## src/hdl/bus_pkg.sv

```systemverilog
package bus_pkg;

    // beat and line geometry
    localparam int NUM_CLIENTS = 3;
    localparam int LINE_BEATS  = 4;

    typedef logic [31:0] addr_t;
    typedef logic [31:0] word_t;

    // beat 0 sits in the low bits
    typedef logic [LINE_BEATS*$bits(word_t)-1:0] line_t;

    // AR channel fields
    typedef logic [3:0] axi_id_t;
    typedef logic [3:0] axi_len_t;
    typedef logic [2:0] axi_size_t;
    typedef logic [1:0] axi_burst_t;

    // requester index, doubles as the AXI read ID
    typedef enum logic [1:0] {
        CLIENT_ICACHE   = 2'd0,
        CLIENT_DCACHE   = 2'd1,
        CLIENT_UNCACHED = 2'd2
    } client_e;

    localparam axi_size_t  SIZE_WORD  = 3'd2;  // 4 bytes per beat
    localparam axi_burst_t BURST_INCR = 2'd1;

endpackage
```

## src/hdl/read_client_if.sv

```systemverilog
`timescale 1ns/1ps

interface read_client_if;
    import bus_pkg::*;

    // request side
    logic  rd_req;
    addr_t rd_addr;
    logic  rd_rdy;

    // return side, already filtered by rid
    logic  beat_valid;
    word_t beat_data;
    logic  beat_last;

    modport arb (
        input  rd_req,
        input  rd_addr,
        output rd_rdy
    );

    modport collect (
        input beat_valid,
        input beat_data,
        input beat_last
    );

endinterface

```

## src/hdl/bus_bridge_top.sv

```systemverilog
`timescale 1ns/1ps

module bus_bridge_top #(
    parameter int MAX_OUTSTANDING = 2
) (
    input  logic                aclk,
    input  logic                rst_n,
    // icache refill
    input  logic                ic_rd_req,
    input  bus_pkg::addr_t      ic_rd_addr,
    output logic                ic_rd_rdy,
    output logic                ic_ret_valid,
    output bus_pkg::line_t      ic_ret_data,
    // dcache refill
    input  logic                dc_rd_req,
    input  bus_pkg::addr_t      dc_rd_addr,
    output logic                dc_rd_rdy,
    output logic                dc_ret_valid,
    output bus_pkg::line_t      dc_ret_data,
    // uncached word read
    input  logic                uc_rd_req,
    input  bus_pkg::addr_t      uc_rd_addr,
    output logic                uc_rd_rdy,
    output logic                uc_ret_valid,
    output bus_pkg::word_t      uc_ret_data,
    // AXI read channels
    output bus_pkg::axi_id_t    arid,
    output bus_pkg::addr_t      araddr,
    output bus_pkg::axi_len_t   arlen,
    output bus_pkg::axi_size_t  arsize,
    output bus_pkg::axi_burst_t arburst,
    output logic                arvalid,
    input  logic                arready,
    input  bus_pkg::axi_id_t    rid,
    input  bus_pkg::word_t      rdata,
    input  logic                rlast,
    input  logic                rvalid,
    output logic                rready
);
    import bus_pkg::*;

    logic [NUM_CLIENTS-1:0] ret_done;
    logic                   issue_valid;
    axi_id_t                issue_id;
    addr_t                  issue_addr;
    axi_len_t               issue_len;
    logic                   credit_return;

    read_client_if client_if [NUM_CLIENTS] ();

    assign client_if[CLIENT_ICACHE].rd_req    = ic_rd_req;
    assign client_if[CLIENT_ICACHE].rd_addr   = ic_rd_addr;
    assign client_if[CLIENT_DCACHE].rd_req    = dc_rd_req;
    assign client_if[CLIENT_DCACHE].rd_addr   = dc_rd_addr;
    assign client_if[CLIENT_UNCACHED].rd_req  = uc_rd_req;
    assign client_if[CLIENT_UNCACHED].rd_addr = uc_rd_addr;
    assign ic_rd_rdy = client_if[CLIENT_ICACHE].rd_rdy;
    assign dc_rd_rdy = client_if[CLIENT_DCACHE].rd_rdy;
    assign uc_rd_rdy = client_if[CLIENT_UNCACHED].rd_rdy;

    // R channel fan-out, rid is the client index
    for (genvar i = 0; i < NUM_CLIENTS; i++) begin : g_rfan
        assign client_if[i].beat_valid = rvalid && (rid == axi_id_t'(i));
        assign client_if[i].beat_data  = rdata;
        assign client_if[i].beat_last  = rlast;
    end

    assign ret_done[CLIENT_ICACHE]   = ic_ret_valid;
    assign ret_done[CLIENT_DCACHE]   = dc_ret_valid;
    assign ret_done[CLIENT_UNCACHED] = uc_ret_valid;

    refill_arbiter #(.MAX_OUTSTANDING(MAX_OUTSTANDING)) i_refill_arbiter (
        .aclk(aclk), .rst_n(rst_n), .clients(client_if), .done(ret_done),
        .credit_return(credit_return), .issue_valid(issue_valid),
        .issue_id(issue_id), .issue_addr(issue_addr), .issue_len(issue_len)
    );

    axi_read_engine #(.MAX_OUTSTANDING(MAX_OUTSTANDING)) i_axi_read_engine (
        .aclk(aclk), .rst_n(rst_n), .issue_valid(issue_valid), .issue_id(issue_id),
        .issue_addr(issue_addr), .issue_len(issue_len), .credit_return(credit_return),
        .arid(arid), .araddr(araddr), .arlen(arlen), .arsize(arsize), .arburst(arburst),
        .arvalid(arvalid), .arready(arready), .rvalid(rvalid), .rlast(rlast),
        .rready(rready)
    );

    beat_collector #(.payload_t(line_t)) i_ic_collector (
        .aclk(aclk), .rst_n(rst_n), .beats(client_if[CLIENT_ICACHE]),
        .ret_valid(ic_ret_valid), .ret_data(ic_ret_data)
    );

    beat_collector #(.payload_t(line_t)) i_dc_collector (
        .aclk(aclk), .rst_n(rst_n), .beats(client_if[CLIENT_DCACHE]),
        .ret_valid(dc_ret_valid), .ret_data(dc_ret_data)
    );

    beat_collector #(.payload_t(word_t)) i_uc_collector (
        .aclk(aclk), .rst_n(rst_n), .beats(client_if[CLIENT_UNCACHED]),
        .ret_valid(uc_ret_valid), .ret_data(uc_ret_data)
    );

endmodule

```

## src/hdl/beat_collector.sv

```systemverilog
`timescale 1ns/1ps

module beat_collector #(
    parameter type payload_t = bus_pkg::line_t
) (
    input  logic            aclk,
    input  logic            rst_n,
    read_client_if.collect  beats,
    output logic            ret_valid,
    output payload_t        ret_data
);
    import bus_pkg::*;

    localparam int WORD_W    = $bits(word_t);
    localparam int NUM_SLOTS = $bits(payload_t) / WORD_W;
    localparam int CNT_W     = $clog2(LINE_BEATS);

    logic [CNT_W-1:0] beat_cnt;
    logic [CNT_W-1:0] slot;

    // a word payload always lands in slot 0
    assign slot = (NUM_SLOTS > 1) ? beat_cnt : '0;

    always_ff @(posedge aclk or negedge rst_n) begin
        if (!rst_n) begin
            beat_cnt  <= '0;
            ret_valid <= 1'b0;
        end else begin
            ret_valid <= beats.beat_valid && beats.beat_last;
            if (beats.beat_valid)
                beat_cnt <= beats.beat_last ? '0 : beat_cnt + 1'b1;
        end
    end

    always_ff @(posedge aclk) begin
        if (beats.beat_valid)
            ret_data[slot*WORD_W +: WORD_W] <= beats.beat_data;
    end

    if (NUM_SLOTS > 1) begin : g_line_check
        // slave must end every line burst on beat four
        assert property (@(posedge aclk) disable iff (!rst_n)
            beats.beat_valid |-> (beats.beat_last == (beat_cnt == CNT_W'(LINE_BEATS - 1))));
    end

endmodule

```

## src/hdl/axi_read_engine.sv

```systemverilog
`timescale 1ns/1ps

module axi_read_engine #(
    parameter int MAX_OUTSTANDING = 2
) (
    input  logic                aclk,
    input  logic                rst_n,
    input  logic                issue_valid,
    input  bus_pkg::axi_id_t    issue_id,
    input  bus_pkg::addr_t      issue_addr,
    input  bus_pkg::axi_len_t   issue_len,
    output logic                credit_return,
    output bus_pkg::axi_id_t    arid,
    output bus_pkg::addr_t      araddr,
    output bus_pkg::axi_len_t   arlen,
    output bus_pkg::axi_size_t  arsize,
    output bus_pkg::axi_burst_t arburst,
    output logic                arvalid,
    input  logic                arready,
    input  logic                rvalid,
    input  logic                rlast,
    output logic                rready
);
    import bus_pkg::*;

    localparam int PTR_W = (MAX_OUTSTANDING > 1) ? $clog2(MAX_OUTSTANDING) : 1;
    localparam int CNT_W = $clog2(MAX_OUTSTANDING + 1);

    typedef struct packed {
        axi_id_t  id;
        addr_t    addr;
        axi_len_t len;
    } ar_entry_t;

    ar_entry_t        fifo_q [MAX_OUTSTANDING];
    logic [PTR_W-1:0] wr_ptr;
    logic [PTR_W-1:0] rd_ptr;
    logic [CNT_W-1:0] count;
    logic             pop;

    function automatic logic [PTR_W-1:0] next_ptr(input logic [PTR_W-1:0] p);
        return (p == PTR_W'(MAX_OUTSTANDING - 1)) ? '0 : p + 1'b1;
    endfunction

    always_ff @(posedge aclk) begin
        if (issue_valid)
            fifo_q[wr_ptr] <= '{id: issue_id, addr: issue_addr, len: issue_len};
    end

    always_ff @(posedge aclk or negedge rst_n) begin
        if (!rst_n) begin
            wr_ptr <= '0;
            rd_ptr <= '0;
            count  <= '0;
        end else begin
            if (issue_valid)
                wr_ptr <= next_ptr(wr_ptr);
            if (pop)
                rd_ptr <= next_ptr(rd_ptr);
            case ({issue_valid, pop})
                2'b10:   count <= count + 1'b1;
                2'b01:   count <= count - 1'b1;
                default: ;
            endcase
        end
    end

    // head entry stays put until arready
    assign arvalid = (count != '0);
    assign pop     = arvalid && arready;
    assign arid    = fifo_q[rd_ptr].id;
    assign araddr  = fifo_q[rd_ptr].addr;
    assign arlen   = fifo_q[rd_ptr].len;
    assign arsize  = SIZE_WORD;
    assign arburst = BURST_INCR;

    assign rready        = 1'b1;  // collectors never stall
    assign credit_return = rvalid && rlast;

    // the arbiter's credits must keep the queue from overflowing
    assert property (@(posedge aclk) disable iff (!rst_n)
        issue_valid |-> (count < MAX_OUTSTANDING));

endmodule

```

## src/hdl/refill_arbiter.sv

```systemverilog
`timescale 1ns/1ps

module refill_arbiter #(
    parameter int MAX_OUTSTANDING = 2
) (
    input  logic                              aclk,
    input  logic                              rst_n,
    read_client_if.arb                        clients [bus_pkg::NUM_CLIENTS],
    input  logic [bus_pkg::NUM_CLIENTS-1:0]   done,
    input  logic                              credit_return,
    output logic                              issue_valid,
    output bus_pkg::axi_id_t                  issue_id,
    output bus_pkg::addr_t                    issue_addr,
    output bus_pkg::axi_len_t                 issue_len
);
    import bus_pkg::*;

    localparam int CREDIT_W = $clog2(MAX_OUTSTANDING + 1);

    logic [NUM_CLIENTS-1:0] req;
    logic [NUM_CLIENTS-1:0] rdy;
    logic [NUM_CLIENTS-1:0] busy;
    logic [NUM_CLIENTS-1:0] eligible;
    addr_t                  addr [NUM_CLIENTS];
    logic [CREDIT_W-1:0]    credits;
    client_e                ptr;   // round-robin start point
    client_e                pick;
    logic                   found;
    logic                   grant;

    for (genvar i = 0; i < NUM_CLIENTS; i++) begin : g_client
        assign req[i]            = clients[i].rd_req;
        assign addr[i]           = clients[i].rd_addr;
        assign clients[i].rd_rdy = rdy[i];
        assign eligible[i]       = req[i] & ~busy[i];
        assign rdy[i]            = grant && (pick == i);

        // once accepted, no second request until the line comes back
        assert property (@(posedge aclk) disable iff (!rst_n)
            (req[i] && rdy[i]) |=> !rdy[i] until_with done[i]);
    end

    // first eligible requester at or after the pointer
    always_comb begin
        int cand;
        found = 1'b0;
        pick  = ptr;
        for (int k = 0; k < NUM_CLIENTS; k++) begin
            cand = int'(ptr) + k;
            if (cand >= NUM_CLIENTS)
                cand = cand - NUM_CLIENTS;
            if (!found && eligible[cand]) begin
                found = 1'b1;
                pick  = client_e'(cand);
            end
        end
    end

    assign grant       = found && (credits != '0);
    assign issue_valid = grant;
    assign issue_id    = axi_id_t'(pick);
    assign issue_len   = (pick == CLIENT_UNCACHED) ? axi_len_t'(0) : axi_len_t'(LINE_BEATS - 1);
    assign issue_addr  = (pick == CLIENT_UNCACHED) ? addr[pick] :
                         (addr[pick] & ~addr_t'(LINE_BEATS * $bits(word_t) / 8 - 1));

    always_ff @(posedge aclk or negedge rst_n) begin
        if (!rst_n) begin
            credits <= CREDIT_W'(MAX_OUTSTANDING);
            busy    <= '0;
            ptr     <= CLIENT_ICACHE;
        end else begin
            case ({grant, credit_return})
                2'b10:   credits <= credits - 1'b1;
                2'b01:   credits <= credits + 1'b1;
                default: ;  // none, or spend and return together
            endcase
            busy <= (busy | rdy) & ~done;
            if (grant)
                ptr <= (pick == client_e'(NUM_CLIENTS - 1)) ? CLIENT_ICACHE : client_e'(pick + 1);
        end
    end

    // more returns than grants would mean a lost or duplicated rlast
    assert property (@(posedge aclk) disable iff (!rst_n) credits <= MAX_OUTSTANDING);

endmodule

```

## config.mk

```make
export PLATFORM = sky130hd
export DESIGN_NAME = bus_bridge_top
export DESIGN_NICKNAME = d
export VERILOG_FILES = /design/src/hdl/bus_pkg.sv /design/src/hdl/read_client_if.sv /design/src/hdl/bus_bridge_top.sv /design/src/hdl/beat_collector.sv /design/src/hdl/axi_read_engine.sv /design/src/hdl/refill_arbiter.sv
export SDC_FILE = /design/constraint.sdc
export NUM_CORES = 1
export LEC_CHECK = 0
export BUFFER_PORTS_ARGS = -buffer_cell sky130_fd_sc_hd__buf_2
export CAP_MARGIN = 0
export CORE_ASPECT_RATIO = 0.5
export CORE_MARGIN = 2
export CORE_UTILIZATION = 47
export CTS_CLUSTER_SIZE = 14
export DETAILED_ROUTE_END_ITERATION = 16
export PLACE_DENSITY = 0.78
export SLEW_MARGIN = 20
export SYNTH_ARGS = -nofsm -noshare
export SYNTH_HDL_FRONTEND = slang
export SYNTH_HIERARCHICAL = 1
export SYNTH_SLANG_ARGS = --single-unit
```

## constraint.sdc

```tcl
create_clock -name aclk -period 4 [get_ports aclk]
set_input_delay 1.2 -clock aclk [delete_from_list [all_inputs] [get_ports aclk]]
set_output_delay 1.2 -clock aclk [all_outputs]
set_load 0.05 [all_outputs]
```

* After elaboration in Yosys (flattened, before gate mapping)
Memory sizes are Yosys's and may differ from the RTL's.
Index checks and enable logic that the tools add are counted.
** Cells by class
- Equality and inequality tests :: 8
- Reductions and logical operators :: 22
- Add/sub/neg operators :: 16
- Shifts and indexed selects :: 4
- Bitwise logic cells :: 10
- Mux-type cells :: 34
- Order comparisons :: 7
** Operator list (count)
- $bwmux W128 :: 2
- $shift A32 B34 Y128 const A :: 2
- $shiftx A32 B34 Y128 :: 2
- $mux W32 :: 5
- $lt A32 B4 Y1 const B :: 3
- $neg A7 Y34 :: 2
- $bmux W32 S2 :: 1
- $ge A32 B3 Y1 const B :: 2
- $sub A32 B3 Y32 const B :: 2
- $logic_and A1 B1 Y1 :: 14
- $mux W2 :: 7
- $mux W1 :: 13
- $add A2 B1 Y2 const B :: 5
- $pmux W2 S2 :: 2
- $reduce_bool A2 Y1 :: 4
- $bmux W1 S2 :: 3
- $eq A2 B1 Y1 const B :: 3
- $eq A2 B2 Y1 const B :: 3
- $eq A4 B1 Y1 const B :: 1
- $eq A4 B2 Y1 const B :: 1
- $logic_not A4 Y1 :: 1
- $mux W4 :: 1
- $sub A2 B1 Y2 const B :: 2
- $add A2 B1 Y3 const B :: 1
- 13 further kinds :: 19
** Storage, ports and cells
- Memory bits (writable) :: 72
- Input bits :: 140
- Flip-flop bits (word level) :: 306
- Memories :: 1
- Output and inout bits :: 341
** Memories
- i_axi_read_engine.fifo_q :: depth 2, bits a word 36, read ports 1, clocked after memory_dff 0, wr ports 1, line axi_read_engine.sv:35 : ar_entry_t fifo_q [MAX_OUTSTANDING];

* Depth between registers and ports, before layout
Gate-level depths: netlist of run 1.
- Word-level depth :: 17
- Mapped depth :: 13

* By module
The synthesis of run 1 kept the hierarchy.
** By module, submodules not included
- beat_collector (i_dc_collector) :: cells each 306, times used 1, area each 5081.1 um2
- beat_collector (i_ic_collector) :: cells each 303, times used 1, area each 5032.3 um2
- axi_read_engine :: cells each 150, times used 1, area each 3305.7 um2
- refill_arbiter :: cells each 177, times used 1, area each 1322.5 um2
- beat_collector (i_uc_collector) :: cells each 34, times used 1, area each 992.2 um2
- bus_bridge_top :: cells each 4, times used 1, area each 38.8 um2

* Worst setup path after synthesis of run 1
No wires, ideal clock.
- Path type :: input-to-output
- Start :: input uc_rd_req
- End :: output ic_rd_rdy
- Stages on the path :: 7
- Path buffers :: 0
- Path slack :: -823 ps
- Arrival time :: 3623 ps
- Path through :: or3b_1 -> a222oi_1 -> o221ai_1 -> nand2_1 -> and2_1 -> inv_1 -> nor3_1
** Between the ends
- Word-level cells in the longest chain between the ends :: 13
- Elaborated cells on any way between the ends :: 23
- Those cells by class :: mux: 15; bitwise: 1; reduce/logical: 7
** RTL lines
- start, declared :: line bus_bridge_top.sv:21 : input logic uc_rd_req,
- $and A1 B1 Y1 * :: line refill_arbiter.sv:35 : assign eligible[i] = req[i] & ~busy[i];
- $bmux W1 S2 :: line refill_arbiter.sv:52 : if (!found && eligible[cand]) begin
- $mux W1 (not written as such) (2 in series) :: line refill_arbiter.sv:52
- $mux W1 :: line refill_arbiter.sv:52
- $logic_not A1 Y1 :: line refill_arbiter.sv:52
- $logic_and A1 B1 Y1 :: line refill_arbiter.sv:52
- $mux W1 :: line refill_arbiter.sv:52
- $logic_not A1 Y1 :: line refill_arbiter.sv:52
- $logic_and A1 B1 Y1 :: line refill_arbiter.sv:52
- $mux W2 * :: line refill_arbiter.sv:52
- via issue_id[0] :: line bus_bridge_top.sv:44 : axi_id_t issue_id;
- $logic_not A2 Y1 * :: line refill_arbiter.sv:36 : assign rdy[i] = grant && (pick == i);
- $logic_and A1 B1 Y1 * :: line refill_arbiter.sv:36
- end, declared :: line bus_bridge_top.sv:11 : output logic ic_rd_rdy,
Mark *: on every way through the listed nets, which the timed path passes. The rest lies on a longest branch. The select of a mux whose other input is x is not followed.

* Worst setup path after layout of run 1
- Start :: input uc_rd_req
- End :: output dc_rd_rdy
** Between the ends
- Word-level cells in the longest chain between the ends :: 13
- Elaborated cells on any way between the ends :: 23
- Those cells by class :: eq/ne: 1; mux: 15; bitwise: 1; reduce/logical: 6
** RTL lines
- $and A1 B1 Y1 * :: line refill_arbiter.sv:35
- $bmux W1 S2 :: line refill_arbiter.sv:52
- $mux W1 (not written as such) (2 in series) :: line refill_arbiter.sv:52
- $mux W1 :: line refill_arbiter.sv:52
- $logic_not A1 Y1 :: line refill_arbiter.sv:52
- $logic_and A1 B1 Y1 :: line refill_arbiter.sv:52
- $mux W1 :: line refill_arbiter.sv:52
- $logic_not A1 Y1 :: line refill_arbiter.sv:52
- $logic_and A1 B1 Y1 :: line refill_arbiter.sv:52
- $mux W2 * :: line refill_arbiter.sv:52
- via issue_id[1] :: line bus_bridge_top.sv:44
- $eq A2 B1 Y1 * :: line refill_arbiter.sv:36
- $logic_and A1 B1 Y1 * :: line refill_arbiter.sv:36
- end, declared :: line bus_bridge_top.sv:17 : output logic dc_rd_rdy,
Marks and branches as above.

==> results of run 1 <==
-- worst max-delay path: stages --
cell and delay [ps]:
buf_8 70, or3b_1 350, a222oi_1 410, buf_4 230
buf_6 120, a32oi_4 150, buf_6 160, nor3_4 180
buf_6 190
-- what timing repair did --
item | 4_1_cts | 5_1_grt
gates resized for setup | 19 | 8
setup endpoints to repair | 3 | 3
setup buffers | 8 | 5
pin swaps | 9 | 7
endpoints found under the hold margin | 0 | 0
-- cells by family (layout without fill, tap and decap cells) --
kind of cell / Yosys count / count (layout) / share of synthesized area (%)
compound gates: 48 / 48 / 1.785
xor+xnor: 8 / 8 / 0.4443
simple gates: 367 / 367 / 15.02
fa+ha+maj: 15 / 15 / 1.190
flops: 386 / 386 / 72.93
other cells: 3 / 13 / 0.07139
mux: 69 / 69 / 5.624
buf+inv: 78 / 591 / 2.935
-- sequential cells by signal, summed over array words and instances, names as in the netlist, 2 cells and up --
name                      count
i_refill_arbiter/busy         3
i_axi_read_engine/count       2
i_dc_collector/ret_data     128
i_dc_collector/beat_cnt       2
i_axi_read_engine/fifo_q     80
i_refill_arbiter/ptr          2
i_ic_collector/beat_cnt       2
i_uc_collector/ret_data      32
i_refill_arbiter/credits      2
i_ic_collector/ret_data     128
-- report_power, final --
| group | internal [µW] | leakage [µW] | switching, µW |
|---|---|---|---|
| registers | 5470 | 0.00355 | 208 |
| clock network | 1840 | 0.000537 | 1450 |
| logic | 2220 | 0.00410 | 3960 |
| total | 9530 | 0.00819 | 5620 |
-- per-stage QoR --
stage,power [µW],setup TNS [ps]
floorplan,10100,-455.1
global placement,11320,-533.7
detailed placement,11590,-807.1
CTS,15100,-267.9
global route,15810,-977.5
finish,15150,-793.4
-- cell type report --
| type | count | area (µm²) |
|---|---|---|
| inverter | 11 | 41.29 |
| antenna | 3 | 7.507 |
| tap | 441 | 551.8 |
| multi-input combinational | 517 | 4008 |
| timing repair buffer | 518 | 2908 |
| sequential | 386 | 11500 |
| fill | 2486 | 12930 |
| clock inverter | 18 | 138.9 |
| clock buffer | 44 | 962.2 |
-- Yosys cell counts, types with 2 or more instances --
| cell type | count |
|---|---|
| edfxtp_1 | 368 |
| and2_1 | 200 |
| and3_1 | 46 |
| mux2_4 | 39 |
| mux2i_1 | 29 |
| nand4_1 | 29 |
| o21ai_0 | 26 |
| clkbuf_1 | 22 |
| dfrtp_1 | 17 |
| nor2_1 | 17 |
| buf_4 | 16 |
| ha_1 | 15 |
| buf_6 | 12 |
| and2_2 | 11 |
| inv_1 | 11 |
| nand2_1 | 11 |
| nand2b_1 | 11 |
| buf_2 | 9 |
| clkbuf_2 | 7 |
| nor3_1 | 7 |
| o21ai_1 | 6 |
| xor2_1 | 5 |
| or3b_2 | 4 |
| conb_1 | 3 |
| nor4_1 | 3 |
| nor4b_4 | 3 |
| nor4bb_1 | 3 |
| o22ai_1 | 3 |
| xnor2_1 | 3 |
| a21oi_1 | 2 |
| and2b_1 | 2 |
| and4b_1 | 2 |
| and4bb_2 | 2 |
| nand3b_1 | 2 |
| o221ai_1 | 2 |
| o31ai_1 | 2 |
| or3b_1 | 2 |
-- routing by layer --
metal	part of all wire (%)	track usage, %
met5	0	0
met4	3.5	9.048
met3	6.9	5.231
met2	53	42.67
met1	37	28.17
-- layout by cell type, fill, tap and decap left out, types with 10 or more instances in the layout --
| cell type | count |
|---|---|
| and2_1 | 190 |
| and2_2 | 20 |
| and3_1 | 46 |
| buf_12 | 11 |
| buf_2 | 462 |
| buf_4 | 37 |
| clkbuf_16 | 37 |
| conb_1 | 10 |
| dfrtp_1 | 15 |
| edfxtp_1 | 368 |
| ha_1 | 12 |
| mux2_4 | 39 |
| mux2i_1 | 29 |
| nand2_1 | 10 |
| nand2b_1 | 11 |
| nand4_1 | 29 |
| nor2_1 | 15 |
| o21ai_0 | 26 |
-- final timing paths --
kind,from,to,cells past startpoint
max reg2reg,i_refill_arbiter/ptr[0],i_axi_read_engine/fifo_q[0][21],12
max in group asynchronous,rst_n,i_refill_arbiter/credits[1],1
min,i_uc_collector/ret_valid,i_refill_arbiter/busy[2],1
max,uc_rd_req,dc_rd_rdy,9
min in group asynchronous,rst_n,i_axi_read_engine/rd_ptr,1
min reg2reg,i_uc_collector/ret_valid,i_refill_arbiter/busy[2],1
==> impl_metrics.sql, run 1 <==
INSERT INTO impl_metrics (metric_group, metric, value, unit) VALUES
('timing', 'fin_worst_skew', '18.17', 'ps'),
('placement', 'dp_hpwl', '29230', 'µm'),
('placement', 'place_area', '0.01879', 'mm²'),
('timing', 'tmin_final', '4269', 'ps'),
('yosys', 'synth_top_cell_by_area', 'edfxtp_1', ''),
('placement', 'numPortBuffers', '466', ''),
('routing', 'viasPerCell', '5.328', ''),
('yosys', 'yosys.cell_types.count', '59', ''),
('cts', 'cts_hold_buf', '0', ''),
('yosys', 'cells_after_synth', '974', ''),
('yosys', 'synth-seq-cells', '386', ''),
('yosys', 'synth-async-reset-ratio', '4.663', '%'),
('routing', 'route.antenna.remaining_nets', '0', ''),
('yosys', 'yosys-top-cells-area', 'edfxtp_1 (70%), and2_1 (7.9%), mux2_4 (3.7%)', ''),
('yosys', 'yosysWarningCount', '6', ''),
('routing', 'detailedRoute.firstPassIterationCount', '5', ''),
('yosys', 'dominantRegCellSynth', 'edfxtp_1', ''),
('yosys', 'synth_seq_area_share', '72.93', '%'),
('power_and_ir_drop', 'pwr_density_cell', '753.0', 'mW/mm²'),
('global_routing', 'antenna_found_initial', '2', ''),
('cts', 'htree_levels', '2', ''),
('timing', 'fmax', '0.2342', 'GHz'),
('finish', 'layout-area-overhead-vs-synth', '27.57', '%'),
('yosys', 'synth_largest_type_area_fraction', '70.06', '%'),
('routing', 'detailroute.via_count', '10330', ''),
('power_and_ir_drop', 'static-leakage-power', '0.008189', 'µW'),
('finish', 'finish.instance_area', '0.02012', 'mm²'),
('placement', 'gp_congestion', '0.8146', ''),
('finish', 'final_core_utilization', '60.88', '%'),
('setup_path', 'cp_data_required_time', '2800', 'ps'),
('cts', 'cts.reportedPaths.clkPinSlew', '70', 'ps'),
('floorplanning', 'num_rows', '47', ''),
('run', 'timing.max_cap.violations', '0', ''),
('placement', 'placed_cells_incl_taps', '1859', ''),
('cts', 'tritoncts_clock_tree', 'done', ''),
('timing', 'report.final.setup_viol', '3', ''),
('global_routing', 'maximum_number_of_pins_on_one_net_before_global_route_repair', '44', ''),
('routing', 'wire_per_inst', '22.37', 'µm'),
('global_routing', 'grt_first_pass_wirelength', '62650', 'µm'),
('global_routing', 'number_of_global_route_vias_before_repair', '10410', ''),
('yosys', 'syn_avg_cell_area', '16.19', 'µm²'),
('setup_path', 'end_kind', 'output pin', ''),
('yosys', 'synth.cell_area', '0.01577', 'mm²'),
('floorplanning', 'core_region_area', '0.03305', 'mm²'),
('timing', 'rsz0062_at_grt', 'true', ''),
('global_routing', 'grt_ovf', '0', ''),
('routing', 'drc_errors', '0', ''),
('timing', 'layout_worst_path_cycle_share', '106.7', '%'),
('setup_path', 'worst_ep_arrival_time', '3070', 'ps'),
('power_and_ir_drop', 'vdd_drop_max', '0.4451', 'mV'),
('finish', 'drive_above_1_share', '44.44', '%'),
('timing', 'final_worst_path_setup_slack', '-269.0', 'ps'),
('routing', 'wirelength', '43360', 'µm'),
('setup_path', 'critical_path_peak_fanout', '4', ''),
('finish', 'final_cell_count_no_fill', '1938', ''),
('routing', 'initial_drc_count', '867', ''),
('timing', 'hold_violations', '0', ''),
('floorplanning', 'io-pin-count', '481', ''),
('setup_path', 'r2r_setup_slack', '550', 'ps'),
('floorplanning', 'die_area', '0.03513', 'mm²'),
('timing', 'timing.hold.ws', '460.7', 'ps'),
('outcome', 'failed_checks', 'negative setup slack', ''),
('hold_path', 'min_path_type', 'reg -> reg', ''),
('timing', 'tightest_slew', '936.2', 'ps'),
('floorplanning', 'initial_core_utilization', '47.72', '%'),
('cts', 'cts_inserted_buffers', '37', ''),
('cts', 'cts-root-to-sink-buffers', '3', ''),
('cts', 'cts_root_buffer', 'clkbuf_16', ''),
('timing', 'slew-limit-headroom', '37.52', '%'),
('placement', 'place_ws', '-284.1', 'ps'),
('setup_path', 'critPathKind', 'in -> out', ''),
('yosys', 'synth-edff-count', '368', ''),
('timing', 'maxSlewViolCount', '0', ''),
('setup_path', 'worst_setup_sp_type', 'input port', ''),
('floorplanning', 'horizontal_die_dimension', '263.1', 'µm'),
('outcome', 'status', 'finished, violations left', ''),
('cts', 'cts_num_sinks', '386', ''),
('finish', 'nNetsFinal', '1626', ''),
('floorplanning', 'die_height', '133.5', 'µm'),
('cts', 'worst_skew_pair.late_latency', '520', 'ps'),
('global_routing', 'grt_use_total', '23.75', '%');
No activity file was read; power rests on OpenSTA's default activity.
==> run 2: changes to the inputs <==
- CELL_PAD_IN_SITES_DETAIL_PLACEMENT: not set -> 0
- CELL_PAD_IN_SITES_GLOBAL_PLACEMENT: not set -> 1
- CORE_UTILIZATION: 47 -> 38
==> impl_metrics.sql, run 2 (synthesized netlist as in run 1, its figures left out) <==
INSERT INTO impl_metrics (metric_group, metric, value, unit) VALUES
('outcome', 'status', 'finished, violations left', ''),
('outcome', 'failed_checks', 'negative setup slack', ''),
('power_and_ir_drop', 'tot_pwr', '15190', 'µW'),
('setup_path', 'r2r_setup_slack', '780', 'ps'),
('hold_path', 'min_path_type', 'reg -> reg', ''),
('setup_path', 'worst_ep_arrival_time', '2990', 'ps'),
('setup_path', 'worst_r2r_endpoint', 'i_axi_read_engine/fifo_q[0][15]', ''),
('power_and_ir_drop', 'static-leakage-power', '0.008172', 'µW'),
('finish', 'nNetsFinal', '1621', ''),
('setup_path', 'r2r_start', 'i_refill_arbiter/ptr[1]', ''),
('timing', 'maxSlewViolCount', '0', ''),
('timing', 'fmax', '0.2386', 'GHz'),
('global_routing', 'antenna_found_initial', '1', ''),
('placement', 'numPortBuffers', '466', ''),
('hold_path', 'worstHoldStart', 'i_uc_collector/ret_valid', ''),
('setup_path', 'timing.reg2reg.worst_path_depth', '10', ''),
('routing', 'drc_errors', '0', ''),
('setup_path', 'cp_slowest_stage_delay', '360', 'ps'),
('cts', 'worst_skew_pair.late_latency', '530', 'ps'),
('placement', 'place_ws', '-428.7', 'ps'),
('floorplanning', 'num_rows', '52', ''),
('setup_path', 'cp_data_required_time', '2800', 'ps'),
('cts', 'cts_num_sinks', '386', ''),
('placement', 'dp_hpwl', '29960', 'µm'),
('setup_path', 'worstPathCellList', 'buf_6, or3b_1, a222oi_1, buf_4, buf_6, a32oi_4, buf_6, nor3_4, buf_6', ''),
('timing', 'fin_worst_skew', '14.76', 'ps'),
('setup_path', 'worst_path_dominant_cell_family', 'buffers and inverters', ''),
('finish', 'most_frequent_standard_cell_in_the_layout_excluding_fill_and_tap_cells', 'buf_2', ''),
('floorplanning', 'initial_core_utilization', '38.79', '%'),
('cts', 'cts_hold_buf', '0', ''),
('setup_path', 'critical_path_most_common_cell', 'buf_6', ''),
('finish', 'antenna-diode-count', '0', ''),
('placement', 'gp_congestion', '0.8469', ''),
('timing', 'final_worst_path_setup_slack', '-190.8', 'ps'),
('timing', 'rsz0062_at_grt', 'true', ''),
('floorplanning', 'horizontal_die_dimension', '292.1', 'µm'),
('cts', 'htree_levels', '2', ''),
('setup_path', 'worst_setup_sp_type', 'input port', ''),
('power_and_ir_drop', 'pwr_density_cell', '753.4', 'mW/mm²'),
('floorplanning', 'die_area', '0.04325', 'mm²'),
('finish', 'biggestRegsByFlops', 'i_dc_collector/ret_data x128, i_ic_collector/ret_data x128, i_axi_read_engine/fifo_q x80', ''),
('timing', 'slew-limit-headroom', '25.21', '%'),
('setup_path', 'critPathSlowestCell', 'a222oi_1', ''),
('setup_path', 'critPathKind', 'in -> out', ''),
('run', 'timing.max_cap.violations', '0', ''),
('timing', 'hold_violations', '0', ''),
('hold_path', 'timing.hold.worst_endpoint', 'i_refill_arbiter/busy[2]', ''),
('finish', 'fillers', '3495', ''),
('global_routing', 'maximum_number_of_pins_on_one_net_before_global_route_repair', '42', ''),
('global_routing', 'grt_ovf', '0', ''),
('cts', 'cts_inserted_buffers', '37', ''),
('routing', 'wire_per_inst', '21.66', 'µm'),
('timing', 'report.final.setup_viol', '3', ''),
('floorplanning', 'io-pin-count', '481', ''),
('global_routing', 'grt_first_pass_wirelength', '63520', 'µm'),
('routing', 'initial_drc_count', '709', ''),
('timing', 'tightest_slew', '1121', 'ps'),
('setup_path', 'end_kind', 'output pin', ''),
('finish', 'layout.cells.most_common_list', 'buf_2 (462), edfxtp_1 (368), and2_1 (190)', ''),
('finish', 'drive_above_1_share', '43.83', '%'),
('timing', 'layout_worst_path_cycle_share', '104.8', '%'),
('floorplanning', 'die_height', '148.1', 'µm'),
('routing', 'detailedRoute.firstPassIterationCount', '5', ''),
('finish', 'layout-area-overhead-vs-synth', '27.85', '%'),
('cts', 'cts-root-to-sink-buffers', '3', ''),
('floorplanning', 'core_region_area', '0.04066', 'mm²'),
('hold_path', 'holdPathStages', '1', ''),
('setup_path', 'critical_path_peak_fanout', '4', ''),
('routing', 'detailroute.via_count', '9978', ''),
('power_and_ir_drop', 'vdd_drop_max', '0.4311', 'mV'),
('timing', 'tmin_final', '4191', 'ps'),
('cts', 'cts_root_buffer', 'clkbuf_16', ''),
('cts', 'tritoncts_clock_tree', 'done', ''),
('routing', 'route.antenna.remaining_nets', '0', ''),
('setup_path', 'worst-path-buf-inv', '5', ''),
('routing', 'wirelength', '44020', 'µm'),
('routing', 'viasPerCell', '4.910', ''),
('global_routing', 'number_of_global_route_vias_before_repair', '10230', ''),
('global_routing', 'grt_use_total', '19.64', '%'),
('cts', 'cts.reportedPaths.clkPinSlew', '60', 'ps');
run 2: cell types whose count changed in the layout (fill, tap and decap cells not counted), sizes merged:
cell / delta
diode: -3
clkinv: -6
buf: -5
bufinv: +1
clkbuf: +6
clkinvlp: +2
run 2: layout make-up:
class                   count  area (µm²)  share of cell area (%)
clock buffers              50        1027                   5.094
flip-flops and latches    386       11500                   57.05
well taps                 540       675.6                   3.350
repair buffers            513        2813                   13.95
inverters                  11       41.29                  0.2048
multi-input cells         517        3951                   19.59
clock inverters            15       152.6                  0.7570
run 2: metrics by stage:
stage | hold WS, ps | util, % | area, µm² | setup TNS [ps] | instances
2_1_floorplan | 443.0 | - | 15850 | -455.1 | 981
3_3_place_gp | 456.4 | 46.44 | 18880 | -837.2 | 1961
3_5_place_dp | 464.6 | 46.44 | 18880 | -1159 | 1961
4_1_cts | 479.0 | 49.54 | 20140 | -353.9 | 2029
5_1_grt | 513.6 | 49.59 | 20170 | -752.1 | 2032
6_report | 468.9 | 49.59 | 20170 | -473.6 | 2032
run 2: metal layers:
metal | up-vias | wire length [µm] | GRT usage, %
met5 | - | 0 | 0
met4 | 0 | 1384 | 6.624
met3 | 88 | 2258 | 3.422
met2 | 332 | 23370 | 35.73
met1 | 5022 | 17000 | 23.80
li1 | 4536 | - | -
run 2: how the worst max path moves through the flow:
stage	startpoint	end	slack [ps]	cells after the start
2_1_floorplan	uc_rd_req	uc_rd_rdy	-170	7
3_3_place_gp	uc_rd_req	uc_rd_rdy	-320	9
3_5_place_dp	uc_rd_req	uc_rd_rdy	-430	9
4_1_cts	uc_rd_req	dc_rd_rdy	-140	9
5_1_grt	uc_rd_req	dc_rd_rdy	-270	9
6_report	uc_rd_req	dc_rd_rdy	-190	9
run 2: report_power, final:
part	total [µW]	leakage (µW)	internal, µW	switching [µW]
Combinational	6060	0.00406	2160	3900
Clock	3470	0.000562	2000	1470
Sequential	5660	0.00355	5470	191
run 2: what timing repair did:
| item | 4_1_cts | 5_1_grt |
|---|---|---|
| hold endpoints to repair | 0 | 0 |
| gates resized for setup | 16 | 1 |
| pin swaps | 7 | 3 |
| endpoints found under the setup margin | 3 | 3 |
| setup buffers | 3 | 3 |
==> run 3: changes to the inputs <==
- ABC_AREA: not set -> 1
- CORE_UTILIZATION: 38 -> 36
- PLACE_DENSITY: 0.78 -> 0.77
==> impl_metrics.sql, run 3 <==
INSERT INTO impl_metrics (metric_group, metric, value, unit) VALUES
('hold_path', 'timing.hold.worst_endpoint', 'i_refill_arbiter/busy[2]', ''),
('setup_path', 'end_kind', 'output pin', ''),
('setup_path', 'worstPathCellList', 'inv_1, ha_2, inv_2, nand3_1, nand3_1, nand2_1, nand2_2, inv_2, nand2_4, nand3_2, nand2_2, nand3_1, inv_1, buf_2', ''),
('timing', 'tns', '0', 'ps'),
('floorplanning', 'core_region_area', '0.04331', 'mm²'),
('cts', 'cts_root_buffer', 'clkbuf_16', ''),
('cts', 'tritoncts_clock_tree', 'done', ''),
('setup_path', 'cp_data_required_time', '2800', 'ps'),
('cts', 'post_cts_setup_buffers', '0', ''),
('floorplanning', 'initial_core_utilization', '36.28', '%'),
('yosys', 'synth-seq-cells', '386', ''),
('power_and_ir_drop', 'static-leakage-power', '0.008130', 'µW'),
('finish', 'final_core_utilization', '45.59', '%'),
('power_and_ir_drop', 'pwr_density_cell', '750.0', 'mW/mm²'),
('finish', 'biggestRegsByFlops', 'i_dc_collector/ret_data x128, i_ic_collector/ret_data x128, i_axi_read_engine/fifo_q x80', ''),
('placement', 'dp_hpwl', '32390', 'µm'),
('power_and_ir_drop', 'vdd_drop_max', '0.5192', 'mV'),
('finish', 'finish.instance_area', '0.01974', 'mm²'),
('cts', 'cts_num_sinks', '386', ''),
('timing', 'report.final.setup_viol', '0', ''),
('timing', 'fin_worst_skew', '30.91', 'ps'),
('timing', 'timing.hold.ws', '428.6', 'ps'),
('timing', 'slew-limit-headroom', '34.78', '%'),
('yosys', 'synth_common_cells', 'edfxtp_1 (368), nand2_1 (336), nor2_1 (267)', ''),
('yosys', 'cells_after_synth', '1314', ''),
('cts', 'cts_hold_buf', '0', ''),
('setup_path', 'r2r_start', 'i_refill_arbiter/ptr[0]', ''),
('finish', 'drive_above_1_share', '32.72', '%'),
('yosys', 'synth.cell_area', '0.01571', 'mm²'),
('yosys', 'synth-edff-count', '368', ''),
('cts', 'worst_skew_pair.late_latency', '560', 'ps'),
('yosys', 'synthMostInstantiatedCell', 'edfxtp_1', ''),
('routing', 'initial_drc_count', '963', ''),
('hold_path', 'worstHoldStart', 'i_uc_collector/ret_valid', ''),
('cts', 'cts-root-to-sink-buffers', '3', ''),
('timing', 'tmin_final', '3850', 'ps'),
('floorplanning', 'die_area', '0.04544', 'mm²'),
('routing', 'wirelength', '48360', 'µm'),
('outcome', 'status', 'complete, no violations', ''),
('setup_path', 'critical_path_most_common_cell', 'nand3_1', ''),
('setup_path', 'timing.reg2reg.worst_path_depth', '16', ''),
('yosys', 'synth-async-reset-ratio', '4.663', '%'),
('global_routing', 'grt_busiest_layer', 'met2', ''),
('timing', 'tightest_slew', '978.3', 'ps'),
('finish', 'most_frequent_standard_cell_in_the_layout_excluding_fill_and_tap_cells', 'buf_2', ''),
('yosys', 'synth_largest_type_area_fraction', '70.32', '%'),
('yosys', 'syn_avg_cell_area', '11.96', 'µm²'),
('setup_path', 'worst_setup_sp_type', 'flip-flop', ''),
('setup_path', 'critical_path_peak_fanout', '7', ''),
('timing', 'maxSlewViolCount', '0', ''),
('yosys', 'synth_seq_area_share', '73.20', '%'),
('run', 'timing.max_cap.violations', '0', ''),
('floorplanning', 'horizontal_die_dimension', '299.5', 'µm'),
('setup_path', 'r2r_setup_slack', '1270', 'ps'),
('global_routing', 'grt_use_met2', '38.80', '%'),
('cts', 'cts_inserted_buffers', '38', ''),
('timing', 'hold_violations', '0', ''),
('hold_path', 'min_path_type', 'reg -> reg', ''),
('hold_path', 'holdPathStages', '1', ''),
('setup_path', 'worst_ep_arrival_time', '2650', 'ps'),
('yosys', 'dominantRegCellSynth', 'edfxtp_1', ''),
('global_routing', 'grt_ovf', '0', ''),
('setup_path', 'critPathSlowestCell', 'dfrtp_1', ''),
('floorplanning', 'num_rows', '54', ''),
('yosys', 'yosys-top-cells-area', 'edfxtp_1 (70%), nand2_1 (8.0%), nor2_1 (6.4%)', ''),
('yosys', 'yosysWarningCount', '6', ''),
('setup_path', 'cp_slowest_stage_delay', '380', 'ps'),
('placement', 'gp_congestion', '0.7820', ''),
('setup_path', 'worst_r2r_endpoint', 'i_axi_read_engine/fifo_q[0][30]', ''),
('floorplanning', 'die_height', '151.7', 'µm'),
('placement', 'numPortBuffers', '466', ''),
('cts', 'cts.reportedPaths.clkPinSlew', '60', 'ps'),
('setup_path', 'critPathKind', 'reg -> out', ''),
('finish', 'fillers', '4064', ''),
('global_routing', 'grt_use_total', '20.36', '%'),
('placement', 'place_area', '0.01854', 'mm²'),
('routing', 'detailedRoute.firstPassIterationCount', '5', ''),
('timing', 'layout_worst_path_cycle_share', '96.24', '%'),
('global_routing', 'maximum_number_of_pins_on_one_net_before_global_route_repair', '52', ''),
('routing', 'detailroute.via_count', '11270', ''),
('yosys', 'synth_top_cell_by_area', 'edfxtp_1', ''),
('timing', 'fmax', '0.2598', 'GHz'),
('yosys', 'yosys.cell_types.count', '32', ''),
('global_routing', 'grt_first_pass_wirelength', '67240', 'µm'),
('routing', 'wire_per_inst', '20.20', 'µm'),
('finish', 'antenna-diode-count', '0', ''),
('routing', 'drc_errors', '0', ''),
('routing', 'viasPerCell', '4.708', ''),
('routing', 'route.antenna.remaining_nets', '0', ''),
('global_routing', 'number_of_global_route_vias_before_repair', '10430', ''),
('global_routing', 'antenna_found_initial', '1', ''),
('floorplanning', 'io-pin-count', '481', ''),
('finish', 'layout.cells.most_common_list', 'buf_2 (465), edfxtp_1 (368), nand2_1 (335)', ''),
('cts', 'htree_levels', '2', ''),
('power_and_ir_drop', 'tot_pwr', '14810', 'µW'),
('global_routing', 'grt_use_met1', '22.68', '%'),
('global_routing', 'grtUsageMet3', '3.621', '%'),
('cts', 'cts_resized', '0', ''),
('finish', 'nNetsFinal', '1932', ''),
('finish', 'layout-area-overhead-vs-synth', '25.65', '%');
run 3: cell count changes in the layout (fill, tap and decap cells not counted), sizes merged, moves of 40 or more:
| cell | before | now |
|---|---|---|
| mux2 | 40 | 0 |
| nor2 | 18 | 273 |
| nand3 | 1 | 128 |
| and3 | 46 | 0 |
| inv | 12 | 62 |
| and2 | 212 | 0 |
| nand2 | 11 | 353 |
run 3: how the worst max path moves through the flow:
stage | start | cells after the start | slack [ps] | end
after floorplan | uc_rd_req | 10 | 390 | ic_rd_rdy
after global placement | uc_rd_req | 10 | 190 | dc_rd_rdy
after detailed placement | uc_rd_req | 12 | 180 | ic_rd_rdy
after CTS | i_refill_arbiter/ptr[0] | 10 | 110 | dc_rd_rdy
after global routing | i_refill_arbiter/ptr[0] | 14 | -0.8 | uc_rd_rdy
final | i_refill_arbiter/ptr[0] | 14 | 150 | ic_rd_rdy
run 3: per-stage QoR:
| step | instances | setup WS (ps) |
|---|---|---|
| 2_1_floorplan | 1321 | 388.1 |
| 3_3_place_gp | 2325 | 194.2 |
| 3_5_place_dp | 2325 | 179.2 |
| 4_1_cts | 2394 | 105.8 |
| 5_1_grt | 2394 | -0.7676 |
| 6_report | 2394 | 150.3 |
run 3: report_power, final:
group | switching, µW | internal [µW] | total [µW] | leakage (µW)
clock network | 1550 | 1900 | 3460 | 0.000578
logic | 4390 | 1320 | 5710 | 0.00398
registers | 193 | 5440 | 5640 | 0.00357
run 3: cells by family after synthesis:
group                    after synthesis  share of synthesized area (%)
buffers and inverters                135                          4.921
flip-flops                           386                          73.20
other                                  3                        0.07166
AND/OR/NAND/NOR                      757                          19.91
AO/OA/AOI/OAI                         14                         0.4858
XOR/XNOR                               4                         0.2230
adder cells (fa/ha/maj)               15                          1.194
run 3: final cells by class:
cell class,instances,area [µm²],area share [%]
Inverter,58,225.2,1.141
Clock inverter,25,219.0,1.109
Multi-Input combinational cell,800,3487,17.66
Sequential cell,386,11500,58.26
Tap cell,588,735.7,3.726
Timing Repair Buffer,493,2600,13.17
Clock buffer,44,973.4,4.930
run 3: critical path, delay by kind of cell (launching register included):
kind	cells	cell delay, ps
simple gates	8	790
buf+inv	5	600
fa+ha+maj	1	350
flops	1	380
run 3: per-layer routing:
metal | vias to the layer above | wire, µm
li1 | 5310 | -
met1 | 5513 | 17450
met2 | 351 | 26460
met3 | 98 | 2582
met4 | 0 | 1867
met5 | - | 0
